==> config.mk <==
export PLATFORM = sky130hd
export DESIGN_NAME = spy_link_top
export DESIGN_NICKNAME = d
export VERILOG_FILES = /design/src/rtl/spy_pkg.sv /design/src/rtl/baud_tick_gen.sv /design/src/rtl/uart_rx.sv /design/src/rtl/uart_tx.sv /design/src/rtl/spy_cmd_engine.sv /design/src/rtl/reg_bus_arbiter.sv /design/src/rtl/spy_regfile.sv /design/src/rtl/spy_link_top.sv
export SDC_FILE = /design/constraint.sdc
export NUM_CORES = 1
export LEC_CHECK = 0
export ABC_AREA = 1
export BUFFER_PORTS_ARGS = -buffer_cell sky130_fd_sc_hd__buf_4
export CORE_MARGIN = 1.5
export CORE_UTILIZATION = 57
export CTS_CLUSTER_DIAMETER = 80
export DETAILED_ROUTE_END_ITERATION = 8
export GPL_TIMING_DRIVEN = 1
export PLACE_DENSITY = 0.77
export SYNTH_ARGS = -nofsm -noshare
export SYNTH_HDL_FRONTEND = slang
export SYNTH_SLANG_ARGS = --single-unit
==> constraint.sdc <==
create_clock -name clk -period 10 [get_ports clk]
set_clock_uncertainty 0.2 [all_clocks]
set_input_delay 2 -clock clk [delete_from_list [all_inputs] [get_ports clk]]
set_output_delay 2 -clock clk [all_outputs]
set_load 0.01 [all_outputs]
==> src/rtl/spy_pkg.sv <==
// shared constants and the command character type for the spy link
// TICKS_PER_OVS is sized for simulation; a real build sets it to
// clk / (16 * baud). Widths below assume four nibbles per data word.
`default_nettype none

package spy_pkg;

   localparam int DATA_W = 16;
   localparam int ADDR_W = 4;

   // clk cycles per oversample tick, oversample ticks per bit
   localparam int TICKS_PER_OVS = 4;
   localparam int OVS_RATE = 16;

   // command opcodes, upper nibble of a received character
   localparam logic [3:0] OP_SET_D3 = 4'h3;
   localparam logic [3:0] OP_SET_D2 = 4'h4;
   localparam logic [3:0] OP_SET_D1 = 4'h5;
   localparam logic [3:0] OP_SET_D0 = 4'h6;
   localparam logic [3:0] OP_READ = 4'h8;
   localparam logic [3:0] OP_WRITE = 4'h9;

   typedef struct packed {
      logic [3:0] op;
      logic [3:0] arg;
   } spy_cmd_t;

   // same eight bits, seen as a line byte or as op/arg
   typedef union packed {
      logic [7:0] raw;
      spy_cmd_t cmd;
   } spy_char_t;

endpackage

`default_nettype wire

==> src/rtl/baud_tick_gen.sv <==
// oversample and bit tick enables derived from clk
// needs TICKS_PER_OVS >= 2 and OVS_RATE >= 2
`timescale 1ns/1ps
`default_nettype none

module baud_tick_gen (
   input wire clk,
   input wire reset,
   output logic ovs_tick,
   output logic bit_tick
);

   logic [$clog2(spy_pkg::TICKS_PER_OVS)-1:0] div_cnt;
   logic [$clog2(spy_pkg::OVS_RATE)-1:0] ovs_cnt;
   logic div_wrap;
   logic ovs_wrap;

   assign div_wrap = (int'(div_cnt) == spy_pkg::TICKS_PER_OVS - 1);
   assign ovs_wrap = (int'(ovs_cnt) == spy_pkg::OVS_RATE - 1);

   always_ff @(posedge clk or posedge reset)
   begin
      if (reset)
      begin
         div_cnt <= '0;
         ovs_cnt <= '0;
         ovs_tick <= 1'b0;
         bit_tick <= 1'b0;
      end
      else
      begin
         ovs_tick <= div_wrap;
         // bit tick lines up with every OVS_RATE-th oversample tick
         bit_tick <= div_wrap && ovs_wrap;
         if (div_wrap)
         begin
            div_cnt <= '0;
            ovs_cnt <= ovs_wrap ? '0 : ovs_cnt + 1'b1;
         end
         else
         begin
            div_cnt <= div_cnt + 1'b1;
         end
      end
   end

endmodule

`default_nettype wire

==> src/rtl/uart_rx.sv <==
// 8N1 receiver on the oversample tick, no parity
// one character of holding; a character that completes while it is full
// is dropped and flags overrun. Both error flags stay set until reset.
`timescale 1ns/1ps
`default_nettype none

module uart_rx (
   input wire clk,
   input wire reset,
   input wire ovs_tick,
   input wire rs232_rxd,
   output logic rx_valid,
   output spy_pkg::spy_char_t rx_char,
   input wire rx_ready,
   output logic rx_frame_err,
   output logic rx_overrun
);

   logic rxd_meta;
   logic rxd_sync;
   logic busy;
   logic [$clog2(spy_pkg::OVS_RATE)-1:0] ovs_cnt;
   logic [3:0] bit_idx;
   logic [7:0] shifter;
   logic at_sample;
   logic sample;
   logic stop_ok;
   logic full;
   logic load;

   // start bit is checked at half a bit, everything else a full bit later
   assign at_sample = (bit_idx == 4'd0) ?
                      (int'(ovs_cnt) == spy_pkg::OVS_RATE / 2 - 1) :
                      (int'(ovs_cnt) == spy_pkg::OVS_RATE - 1);
   assign sample = ovs_tick && busy && at_sample;
   assign stop_ok = sample && (bit_idx == 4'd9) && rxd_sync;
   assign full = rx_valid && !rx_ready;
   assign load = stop_ok && !full;

   always_ff @(posedge clk or posedge reset)
   begin
      if (reset)
      begin
         rxd_meta <= 1'b1;
         rxd_sync <= 1'b1;
      end
      else
      begin
         rxd_meta <= rs232_rxd;
         rxd_sync <= rxd_meta;
      end
   end

   always_ff @(posedge clk or posedge reset)
   begin
      if (reset)
      begin
         busy <= 1'b0;
         ovs_cnt <= '0;
         bit_idx <= 4'd0;
         rx_valid <= 1'b0;
         rx_frame_err <= 1'b0;
         rx_overrun <= 1'b0;
      end
      else
      begin
         if (rx_valid && rx_ready)
            rx_valid <= 1'b0;
         if (load)
            rx_valid <= 1'b1;
         if (stop_ok && full)
            rx_overrun <= 1'b1;
         if (sample && (bit_idx == 4'd9) && !rxd_sync)
            rx_frame_err <= 1'b1;

         if (ovs_tick && !busy)
         begin
            // falling edge on an idle line
            if (!rxd_sync)
            begin
               busy <= 1'b1;
               ovs_cnt <= '0;
               bit_idx <= 4'd0;
            end
         end
         else if (ovs_tick && !at_sample)
         begin
            ovs_cnt <= ovs_cnt + 1'b1;
         end
         else if (sample)
         begin
            ovs_cnt <= '0;
            bit_idx <= bit_idx + 4'd1;
            // glitch rather than a start bit, or the frame is done
            if ((bit_idx == 4'd0 && rxd_sync) || bit_idx == 4'd9)
               busy <= 1'b0;
         end
      end
   end

   // data bits arrive lsb first
   always_ff @(posedge clk)
   begin
      if (sample && bit_idx >= 4'd1 && bit_idx <= 4'd8)
         shifter <= {rxd_sync, shifter[7:1]};
      if (load)
         rx_char.raw <= shifter;
   end

   a_rx_hold : assert property (@(posedge clk) disable iff (reset)
      rx_valid && !rx_ready |=> rx_valid && $stable(rx_char));

endmodule

`default_nettype wire

==> src/rtl/uart_tx.sv <==
// 8N1 transmitter, one bit per bit_tick
// accepts a character only while idle; the start bit goes out on the
// bit tick after the transfer
`timescale 1ns/1ps
`default_nettype none

module uart_tx (
   input wire clk,
   input wire reset,
   input wire bit_tick,
   input wire tx_valid,
   input spy_pkg::spy_char_t tx_char,
   output logic tx_ready,
   output logic rs232_txd
);

   logic busy;
   logic [3:0] bit_cnt;
   logic [9:0] shifter;

   assign tx_ready = !busy;

   always_ff @(posedge clk or posedge reset)
   begin
      if (reset)
      begin
         busy <= 1'b0;
         bit_cnt <= 4'd0;
         rs232_txd <= 1'b1;
      end
      else if (tx_valid && tx_ready)
      begin
         busy <= 1'b1;
         bit_cnt <= 4'd0;
      end
      else if (busy && bit_tick)
      begin
         // ten bits out, then one more tick so the stop bit lasts a full bit
         if (bit_cnt == 4'd10)
         begin
            busy <= 1'b0;
         end
         else
         begin
            rs232_txd <= shifter[0];
            bit_cnt <= bit_cnt + 4'd1;
         end
      end
   end

   // stop, data, start; shifted out from bit 0
   always_ff @(posedge clk)
   begin
      if (tx_valid && tx_ready)
         shifter <= {1'b1, tx_char.raw, 1'b0};
      else if (busy && bit_tick)
         shifter <= {1'b1, shifter[9:1]};
   end

endmodule

`default_nettype wire

==> src/rtl/spy_cmd_engine.sv <==
// command decoder for the serial spy port
// one command at a time; no new character is taken while a request
// is open or a reply is going out
`timescale 1ns/1ps
`default_nettype none

module spy_cmd_engine (
   input wire clk,
   input wire reset,
   input wire rx_valid,
   input spy_pkg::spy_char_t rx_char,
   output logic rx_ready,
   output logic tx_valid,
   output spy_pkg::spy_char_t tx_char,
   input wire tx_ready,
   output logic eng_valid,
   input wire eng_ready,
   output logic eng_we,
   output logic [spy_pkg::ADDR_W-1:0] eng_addr,
   output logic [spy_pkg::DATA_W-1:0] eng_wdata,
   input wire eng_rvalid,
   input wire [spy_pkg::DATA_W-1:0] eng_rdata
);

   logic rd_wait;
   logic replying;
   logic [1:0] tx_idx;
   logic take;
   logic is_bus_op;
   logic [spy_pkg::DATA_W-1:0] data_buf;
   logic [spy_pkg::DATA_W-1:0] resp;

   assign rx_ready = !(eng_valid || rd_wait || replying);
   assign take = rx_valid && rx_ready;
   assign is_bus_op = (rx_char.cmd.op == spy_pkg::OP_READ) ||
                      (rx_char.cmd.op == spy_pkg::OP_WRITE);
   assign tx_valid = replying;
   assign eng_wdata = data_buf;

   // idle, request, read wait, reply
   always_ff @(posedge clk or posedge reset)
   begin
      if (reset)
      begin
         eng_valid <= 1'b0;
         rd_wait <= 1'b0;
         replying <= 1'b0;
         tx_idx <= 2'd0;
      end
      else
      begin
         if (take && is_bus_op)
            eng_valid <= 1'b1;
         else if (eng_valid && eng_ready)
            eng_valid <= 1'b0;

         if (eng_valid && eng_ready && !eng_we)
            rd_wait <= 1'b1;
         else if (eng_rvalid)
            rd_wait <= 1'b0;

         if (rd_wait && eng_rvalid)
         begin
            replying <= 1'b1;
            tx_idx <= 2'd0;
         end
         else if (tx_valid && tx_ready)
         begin
            tx_idx <= tx_idx + 2'd1;
            if (tx_idx == 2'd3)
               replying <= 1'b0;
         end
      end
   end

   always_ff @(posedge clk or posedge reset)
   begin
      if (reset)
         data_buf <= '0;
      else if (take)
      begin
         case (rx_char.cmd.op)
            spy_pkg::OP_SET_D3: data_buf[15:12] <= rx_char.cmd.arg;
            spy_pkg::OP_SET_D2: data_buf[11:8] <= rx_char.cmd.arg;
            spy_pkg::OP_SET_D1: data_buf[7:4] <= rx_char.cmd.arg;
            spy_pkg::OP_SET_D0: data_buf[3:0] <= rx_char.cmd.arg;
            default: ;
         endcase
      end
   end

   always_ff @(posedge clk)
   begin
      if (take && is_bus_op)
      begin
         eng_we <= (rx_char.cmd.op == spy_pkg::OP_WRITE);
         eng_addr <= rx_char.cmd.arg;
      end
      if (rd_wait && eng_rvalid)
         resp <= eng_rdata;
   end

   // reply tags run 3..6, same codes as the nibble loads, high nibble first
   always_comb
   begin
      tx_char.cmd.op = spy_pkg::OP_SET_D3 + {2'b00, tx_idx};
      tx_char.cmd.arg = resp[4 * (3 - tx_idx) +: 4];
   end

   a_eng_hold : assert property (@(posedge clk) disable iff (reset)
      eng_valid && !eng_ready |=>
      eng_valid && $stable({eng_we, eng_addr, eng_wdata}));

   a_tx_hold : assert property (@(posedge clk) disable iff (reset)
      tx_valid && !tx_ready |=> tx_valid && $stable(tx_char));

endmodule

`default_nettype wire

==> src/rtl/reg_bus_arbiter.sv <==
// round-robin arbiter putting engine and host onto one register file port
// grant is combinational; read data comes back one cycle after the grant
`timescale 1ns/1ps
`default_nettype none

module reg_bus_arbiter (
   input wire clk,
   input wire reset,
   input wire eng_valid,
   output logic eng_ready,
   input wire eng_we,
   input wire [spy_pkg::ADDR_W-1:0] eng_addr,
   input wire [spy_pkg::DATA_W-1:0] eng_wdata,
   output logic eng_rvalid,
   output logic [spy_pkg::DATA_W-1:0] eng_rdata,
   input wire host_valid,
   output logic host_ready,
   input wire host_we,
   input wire [spy_pkg::ADDR_W-1:0] host_addr,
   input wire [spy_pkg::DATA_W-1:0] host_wdata,
   output logic host_rvalid,
   output logic [spy_pkg::DATA_W-1:0] host_rdata,
   output logic mem_en,
   output logic mem_we,
   output logic [spy_pkg::ADDR_W-1:0] mem_addr,
   output logic [spy_pkg::DATA_W-1:0] mem_wdata,
   input wire [spy_pkg::DATA_W-1:0] mem_rdata
);

   // set after an engine grant, so the host wins the next tie
   logic prio_host;

   assign eng_ready = eng_valid && (!host_valid || !prio_host);
   assign host_ready = host_valid && (!eng_valid || prio_host);

   assign mem_en = eng_ready || host_ready;
   assign mem_we = host_ready ? host_we : eng_we;
   assign mem_addr = host_ready ? host_addr : eng_addr;
   assign mem_wdata = host_ready ? host_wdata : eng_wdata;

   // read data only reaches the peer that asked for it
   assign eng_rdata = eng_rvalid ? mem_rdata : '0;
   assign host_rdata = host_rvalid ? mem_rdata : '0;

   always_ff @(posedge clk or posedge reset)
   begin
      if (reset)
      begin
         prio_host <= 1'b0;
         eng_rvalid <= 1'b0;
         host_rvalid <= 1'b0;
      end
      else
      begin
         if (eng_ready)
            prio_host <= 1'b1;
         else if (host_ready)
            prio_host <= 1'b0;
         eng_rvalid <= eng_ready && !eng_we;
         host_rvalid <= host_ready && !host_we;
      end
   end

   // both peers asking twice in a row must see the grant swap
   a_rr_swap : assert property (@(posedge clk) disable iff (reset)
      eng_valid && host_valid |=>
      !(eng_valid && host_valid) || (eng_ready != $past(eng_ready)));

endmodule

`default_nettype wire

==> src/rtl/spy_regfile.sv <==
// 16 x 16 register file, one access per cycle
// read data is registered and holds until the next read
`timescale 1ns/1ps
`default_nettype none

module spy_regfile (
   input wire clk,
   input wire reset,
   input wire mem_en,
   input wire mem_we,
   input wire [spy_pkg::ADDR_W-1:0] mem_addr,
   input wire [spy_pkg::DATA_W-1:0] mem_wdata,
   output logic [spy_pkg::DATA_W-1:0] mem_rdata
);

   logic [spy_pkg::DATA_W-1:0] regs [2**spy_pkg::ADDR_W];

   always_ff @(posedge clk or posedge reset)
   begin
      if (reset)
      begin
         for (int i = 0; i < 2**spy_pkg::ADDR_W; i++)
            regs[i] <= '0;
      end
      else if (mem_en && mem_we)
      begin
         regs[mem_addr] <= mem_wdata;
      end
   end

   always_ff @(posedge clk)
   begin
      if (mem_en && !mem_we)
         mem_rdata <= regs[mem_addr];
   end

endmodule

`default_nettype wire

==> src/rtl/spy_link_top.sv <==
// serial spy link, RS-232 command port plus a parallel host port
// everything runs on clk; only rs232_rxd is asynchronous
`timescale 1ns/1ps
`default_nettype none

module spy_link_top (
   input wire clk,
   input wire reset,
   input wire rs232_rxd,
   output logic rs232_txd,
   input wire host_valid,
   output logic host_ready,
   input wire host_we,
   input wire [spy_pkg::ADDR_W-1:0] host_addr,
   input wire [spy_pkg::DATA_W-1:0] host_wdata,
   output logic host_rvalid,
   output logic [spy_pkg::DATA_W-1:0] host_rdata,
   output logic rx_frame_err,
   output logic rx_overrun
);

   logic ovs_tick;
   logic bit_tick;
   logic rx_valid;
   logic rx_ready;
   spy_pkg::spy_char_t rx_char;
   logic tx_valid;
   logic tx_ready;
   spy_pkg::spy_char_t tx_char;
   logic eng_valid;
   logic eng_ready;
   logic eng_we;
   logic [spy_pkg::ADDR_W-1:0] eng_addr;
   logic [spy_pkg::DATA_W-1:0] eng_wdata;
   logic eng_rvalid;
   logic [spy_pkg::DATA_W-1:0] eng_rdata;
   logic mem_en;
   logic mem_we;
   logic [spy_pkg::ADDR_W-1:0] mem_addr;
   logic [spy_pkg::DATA_W-1:0] mem_wdata;
   logic [spy_pkg::DATA_W-1:0] mem_rdata;

   baud_tick_gen u_ticks (
      .clk(clk),
      .reset(reset),
      .ovs_tick(ovs_tick),
      .bit_tick(bit_tick)
   );

   uart_rx u_rx (
      .clk(clk),
      .reset(reset),
      .ovs_tick(ovs_tick),
      .rs232_rxd(rs232_rxd),
      .rx_valid(rx_valid),
      .rx_char(rx_char),
      .rx_ready(rx_ready),
      .rx_frame_err(rx_frame_err),
      .rx_overrun(rx_overrun)
   );

   uart_tx u_tx (
      .clk(clk),
      .reset(reset),
      .bit_tick(bit_tick),
      .tx_valid(tx_valid),
      .tx_char(tx_char),
      .tx_ready(tx_ready),
      .rs232_txd(rs232_txd)
   );

   spy_cmd_engine u_engine (
      .clk(clk),
      .reset(reset),
      .rx_valid(rx_valid),
      .rx_char(rx_char),
      .rx_ready(rx_ready),
      .tx_valid(tx_valid),
      .tx_char(tx_char),
      .tx_ready(tx_ready),
      .eng_valid(eng_valid),
      .eng_ready(eng_ready),
      .eng_we(eng_we),
      .eng_addr(eng_addr),
      .eng_wdata(eng_wdata),
      .eng_rvalid(eng_rvalid),
      .eng_rdata(eng_rdata)
   );

   reg_bus_arbiter u_arb (
      .clk(clk),
      .reset(reset),
      .eng_valid(eng_valid),
      .eng_ready(eng_ready),
      .eng_we(eng_we),
      .eng_addr(eng_addr),
      .eng_wdata(eng_wdata),
      .eng_rvalid(eng_rvalid),
      .eng_rdata(eng_rdata),
      .host_valid(host_valid),
      .host_ready(host_ready),
      .host_we(host_we),
      .host_addr(host_addr),
      .host_wdata(host_wdata),
      .host_rvalid(host_rvalid),
      .host_rdata(host_rdata),
      .mem_en(mem_en),
      .mem_we(mem_we),
      .mem_addr(mem_addr),
      .mem_wdata(mem_wdata),
      .mem_rdata(mem_rdata)
   );

   spy_regfile u_regs (
      .clk(clk),
      .reset(reset),
      .mem_en(mem_en),
      .mem_we(mem_we),
      .mem_addr(mem_addr),
      .mem_wdata(mem_wdata),
      .mem_rdata(mem_rdata)
   );

endmodule

`default_nettype wire

Word-level counts from Yosys, hierarchy flattened
Cells that the tools add are included.
W data, S select, Z words.

storage, ports and cells
  register bits = 370
  logic and storage cells = 198
  input bits = 25
  output and inout port bits = 21

cells by class
  shift operators = 1
  equality and inequality tests = 16
  bitwise logic cells = 3
  muxes and demuxes = 46
  $lt $le $gt $ge = 4
  add/subtract/negate cells = 8
  reduce and logical (&&, ||, !) cells = 70

operators by type and width
  cell                   number
  $bwmux W256            1
  $mux W16               5
  $bmux W16 S4           1
  $demux W16 S4          1
  $mux W4                12
  $shiftx A16 B33 Y4     1
  $logic_and A1 B1 Y1    28
  $mux W1                21
  $eq A4 B4 Y1 const B   5
  $reduce_bool A2 Y1     10
  $mux W9                2
  $add A4 B1 Y4 const B  4
  $reduce_and A2 Y1      8
  $eq A4 B3 Y1 const B   3
  $logic_not A1 Y1       12
  $eq A4 B1 Y1 const B   2
  $logic_or A1 B1 Y1     7
  $mux W2                3
  $reduce_and A3 Y1      2
  $ge A5 B5 Y1 const B   1
  $lt A5 B1 Y1 const B   1
  $not A4 Y5             1
  $add A2 B1 Y2 const B  2
  $eq A4 B2 Y1 const B   1
  other kinds (12)       14

Depth between registers and ports, before layout
  depth in word-level cells = 10
  gate-level depth with buffers = 15
  depth with buffers taken out = 12

Cells and area by module
A second synthesis with hierarchy kept.

unflattened totals
  cells, all modules = 2196
  area total of the unflattened synthesis = 17448.0 um^2

by module, submodules not included
  module           cells each  instances  area an instance (um^2)
  spy_regfile      1667        1          12500.7
  spy_cmd_engine   165         1          1742.9
  uart_rx          101         1          1224.9
  reg_bus_arbiter  157         1          873.3
  uart_tx          75          1          748.2
  baud_tick_gen    31          1          357.8

Worst setup path after synthesis
Ideal clock, no wire load.

  path type = in2out
  from = input port host_valid
  to = output port host_ready
  stages = 3
  path slack = 5.271 ns
  data required time = 7.800 ns
  arrival time = 2.529 ns
  path through = nand2_1 > nand2_2 > clkbuf_1

on the way
  word-level cells in the longest chain between the ends = 1

ends and longest elaborated chain
  what                 line                   source
  start: declaration   spy_link_top.sv:11     input wire host_valid,
  $logic_and A1 B1 Y1  reg_bus_arbiter.sv:34  assign host_ready = host_valid && (!eng_valid || prio_host);
  end: declaration     spy_link_top.sv:12     output logic host_ready,

No other way between the ends.

Final worst setup path
  from = input port host_valid
  to = register u_regs.regs[218] (netlist bit)

on the way
  word-level cells in the longest chain between the ends = 8

ends and longest elaborated chain
  what                                                                       line                   source
  $logic_and A1 B1 Y1                                                        reg_bus_arbiter.sv:34
  $mux W4                                                                    reg_bus_arbiter.sv:38  assign mem_addr = host_ready ? host_addr : eng_addr;
  $not A4 Y5 (implied by the code)                                           spy_regfile.sv:27      regs[mem_addr] <= mem_wdata;
  $ge A5 B5 Y1 (implied by the code) / $lt A5 B1 Y1 (equally long branches)  spy_regfile.sv:27
  $logic_and A1 B1 Y1 (implied by the code)                                  spy_regfile.sv:27
  $mux W16 (implied by the code)                                             spy_regfile.sv:27
  $demux W16 S4                                                              spy_regfile.sv:27
  $bwmux W256                                                                spy_regfile.sv:27
  end signal: indexed assignment                                             spy_regfile.sv:27
  end: declaration                                                           spy_regfile.sv:16      logic [spy_pkg::DATA_W-1:0] regs [2**spy_pkg::ADDR_W];

Parallel ways exist; a longest one is shown, timed or not.
A chain may end at the register's enable or synchronous reset.

==> results.json <==
{
  "detail_route.wirelength_um": 50000,
  "hpwlAfterDp_um": 29900,
  "syn2layout_area_growth_pct": 9.00,
  "maxCapViolCount": 0,
  "clk-insertion-delay-late_ns": 0.55,
  "route.vias.total": 15900,
  "power_density_nw_per_um2": 186,
  "crit_path_end_kind": "register",
  "crit_path_max_fanout": 67,
  "postLayoutCellArea_um2": 20000,
  "cts_sink_cnt": 370,
  "grt_max_degree": 177,
  "r2r_slack_ns": 5.66,
  "io_pins": 46,
  "timing.critical_path.from_type": "primary input",
  "area.sequential_um2": 9560,
  "buffer_ports.inserted": 45,
  "cpPeakStageDelay_ns": 0.64,
  "first_pass_iters": 8,
  "synthesized_net_count": 2441,
  "core_area_um2": 31600,
  "layout_setup_ws_ns": 4.61,
  "layout.cells.most_common_list": "1181 x nand2_1, 305 x dfrtp_1, 256 x o21ai_1",
  "chipWidth_um": 183,
  "hold_buffers": 0,
  "yosysUniqueCellTypes": 35,
  "starting_density_of_the_core_pct": 58.1,
  "worstPathArrival_ns": 5.59,
  "seq_area_frac_synth_pct": 52.0,
  "total_leakage_power_nw": 10.7,
  "clk_transition_reported_paths_ns": 0.06,
  "yosysWarningCount": 0,
  "dp_slack_ns": 4.22,
  "globalplace.congestion": 0.905,
  "timing.hold.worst_path_depth": 0,
  "chipHeight_um": 183,
  "period_needed_ns": 5.39,
  "clockBufferDepth": 3,
  "synthesis_stage_register_bit_count": 370,
  "route.antenna.remaining_nets": 0,
  "hold_path_class": "register to register",
  "finalSetupViolCount": 0,
  "maxSlewViolCount": 0,
  "synth.area.top_cells": "dfrtp_1 42%, nand2_1 24%, edfxtp_1 10%",
  "grt_util_all_layers_pct": 30.9,
  "post_dp_cell_area_um2": 18700,
  "outcome": "complete, no violations",
  "post_cts_buffers": 0,
  "syn_avg_cell_area_um2": 7.64,
  "vias_per_cell": 5.72,
  "drive_gt1_share_pct": 7.72,
  "critical_path.slowest_cell": "buf_4",
  "antenna_found_initial": 1,
  "crit_path_cell_trace": "buf_4, nand2_1, nand2_1, o21ai_4, buf_4, inv_2, buf_4, nand3_4, buf_4, nor2_4, nand2_1, nand2_1",
  "worst_slew_margin_rel_pct": 13.5,
  "post_synth_edffs": 61,
  "die_area_um2": 33300,
  "power.ir.vdd_worst_mv": 0.178,
  "final_hold_viol_count": 0,
  "synthDominantCellAreaShare_pct": 41.5,
  "layout_commonest_cell": "nand2_1",
  "dominantRegCellSynth": "dfrtp_1",
  "final_nets": 2387,
  "crit_required_ns": 10.21,
  "rows": 65,
  "synth_top_cell_by_area": "dfrtp_1",
  "grt_first_pass_wirelength_um": 81700,
  "synth_area_um2": 18400,
  "critical_path_class": "primary input to register",
  "number_of_fillers_in_the_final_layout": 2648,
  "tns_ns": 0,
  "count_of_inserted_antenna_diode_cells": 0,
  "tritoncts_clock_tree": "yes",
  "clk_root_buffer_cell": "clkbuf_16",
  "grt.overflow.total": 0,
  "multiInputGateArea_um2": 7670,
  "reg2reg_depth": 13,
  "ctsHtreeMaxLevel": 2,
  "cts-buffers-inserted": 40,
  "timing_worst_slew_pin_value_ns": 1.30,
  "synth-async-reset-ratio_pct": 83.2,
  "drtIter0Drc": 1869,
  "vias_in_the_first_global_route": 15600,
  "min_period_over_period_pct": 53.9,
  "postCtsResizedCells": 0,
  "drc": 0,
  "fmax_ghz": 0.186,
  "routedWlPerCell_um": 18.0,
  "syn_inst": 2406,
  "rsz0062_at_grt": "no"
}
-- final timing paths --
path | to | startpoint
worst max register to register | u_regs.regs[218] | u_arb.prio_host
worst max-delay path | u_regs.regs[218] | host_valid
worst min register to register | u_rx.rxd_sync | u_rx.rxd_meta
min in group asynchronous | u_regs.regs[209] | reset
worst min-delay path | u_rx.rxd_sync | u_rx.rxd_meta
max in group asynchronous | u_engine.eng_wdata[11] | reset
-- flip-flops by register name, indices dropped and copies added (netlist names), 8 cells and up --
signal and cells:
u_engine.resp 16, u_tx.shifter 9, u_rx.rx_char 8, u_engine.eng_wdata 16, u_rx.shifter 8, u_regs.mem_rdata 16
u_regs.regs 256
-- routing by layer --
metal / part of all wire [%] / GRT usage, % / up-vias
li1: - / - / 7502
met1: 41 / 41.8 / 7555
met2: 45 / 47.9 / 735
met3: 8.6 / 6.31 / 133
met4: 4.6 / 14.8 / 0
met5: 0 / 0 / -
-- kinds of logic after synthesis --
group	share of synthesized area, %
flip-flops	52.0
buffers and inverters	6.65
AO/OA/AOI/OAI	9.10
AND/OR/NAND/NOR	31.1
multiplexers	0.245
XOR/XNOR	0.191
adder cells (fa/ha/maj)	0.681
-- worst max-delay path: cells and delay by family --
family	cells	cell delay (ns)
buffers and inverters	5	2.26
AO/OA/AOI/OAI	1	0.08
AND/OR/NAND/NOR	6	1.09
-- cell usage after synthesis, drive strengths merged, types with 3 or more instances --
master and number:
o21ai 303, buf 101, o22ai 3, nor4 3, dfstp 3, nand3 168, dfrtp 305, inv 128
nor3 4, edfxtp 61, ha 10, a32o 4, xor2 3, nor2 39, mux2 4, clkbuf 57
a21oi 15, nand4 4, nand2 1186
-- stage by stage --
stage                     cells  total power [W]  hold slack (ns)  utilization [%]
after floorplan            2406          0.00212            0.145                -
after global placement     2712          0.00224            0.147             59.1
after detailed placement   2712          0.00226            0.150             59.1
after CTS                  2785          0.00373            0.158             63.3
after global routing       2785          0.00388            0.163             63.3
final                      2785          0.00373            0.155             63.3
-- final cells by class --
type / instances / share of cell area, %
inverter: 129 / 2.44
tap: 402 / 2.51
sequential: 370 / 47.7
clock inverter: 12 / 0.593
clock buffer: 61 / 6.00
multi-input combinational: 1749 / 38.3
timing repair buffer: 62 / 2.39
-- power by group --
part	internal, W	switching (W)
sequential	0.00168	0.0000861
clock	0.000881	0.000607
combinational	0.000146	0.000328
total	0.00271	0.00102
(Power assumes the default switching activity.)
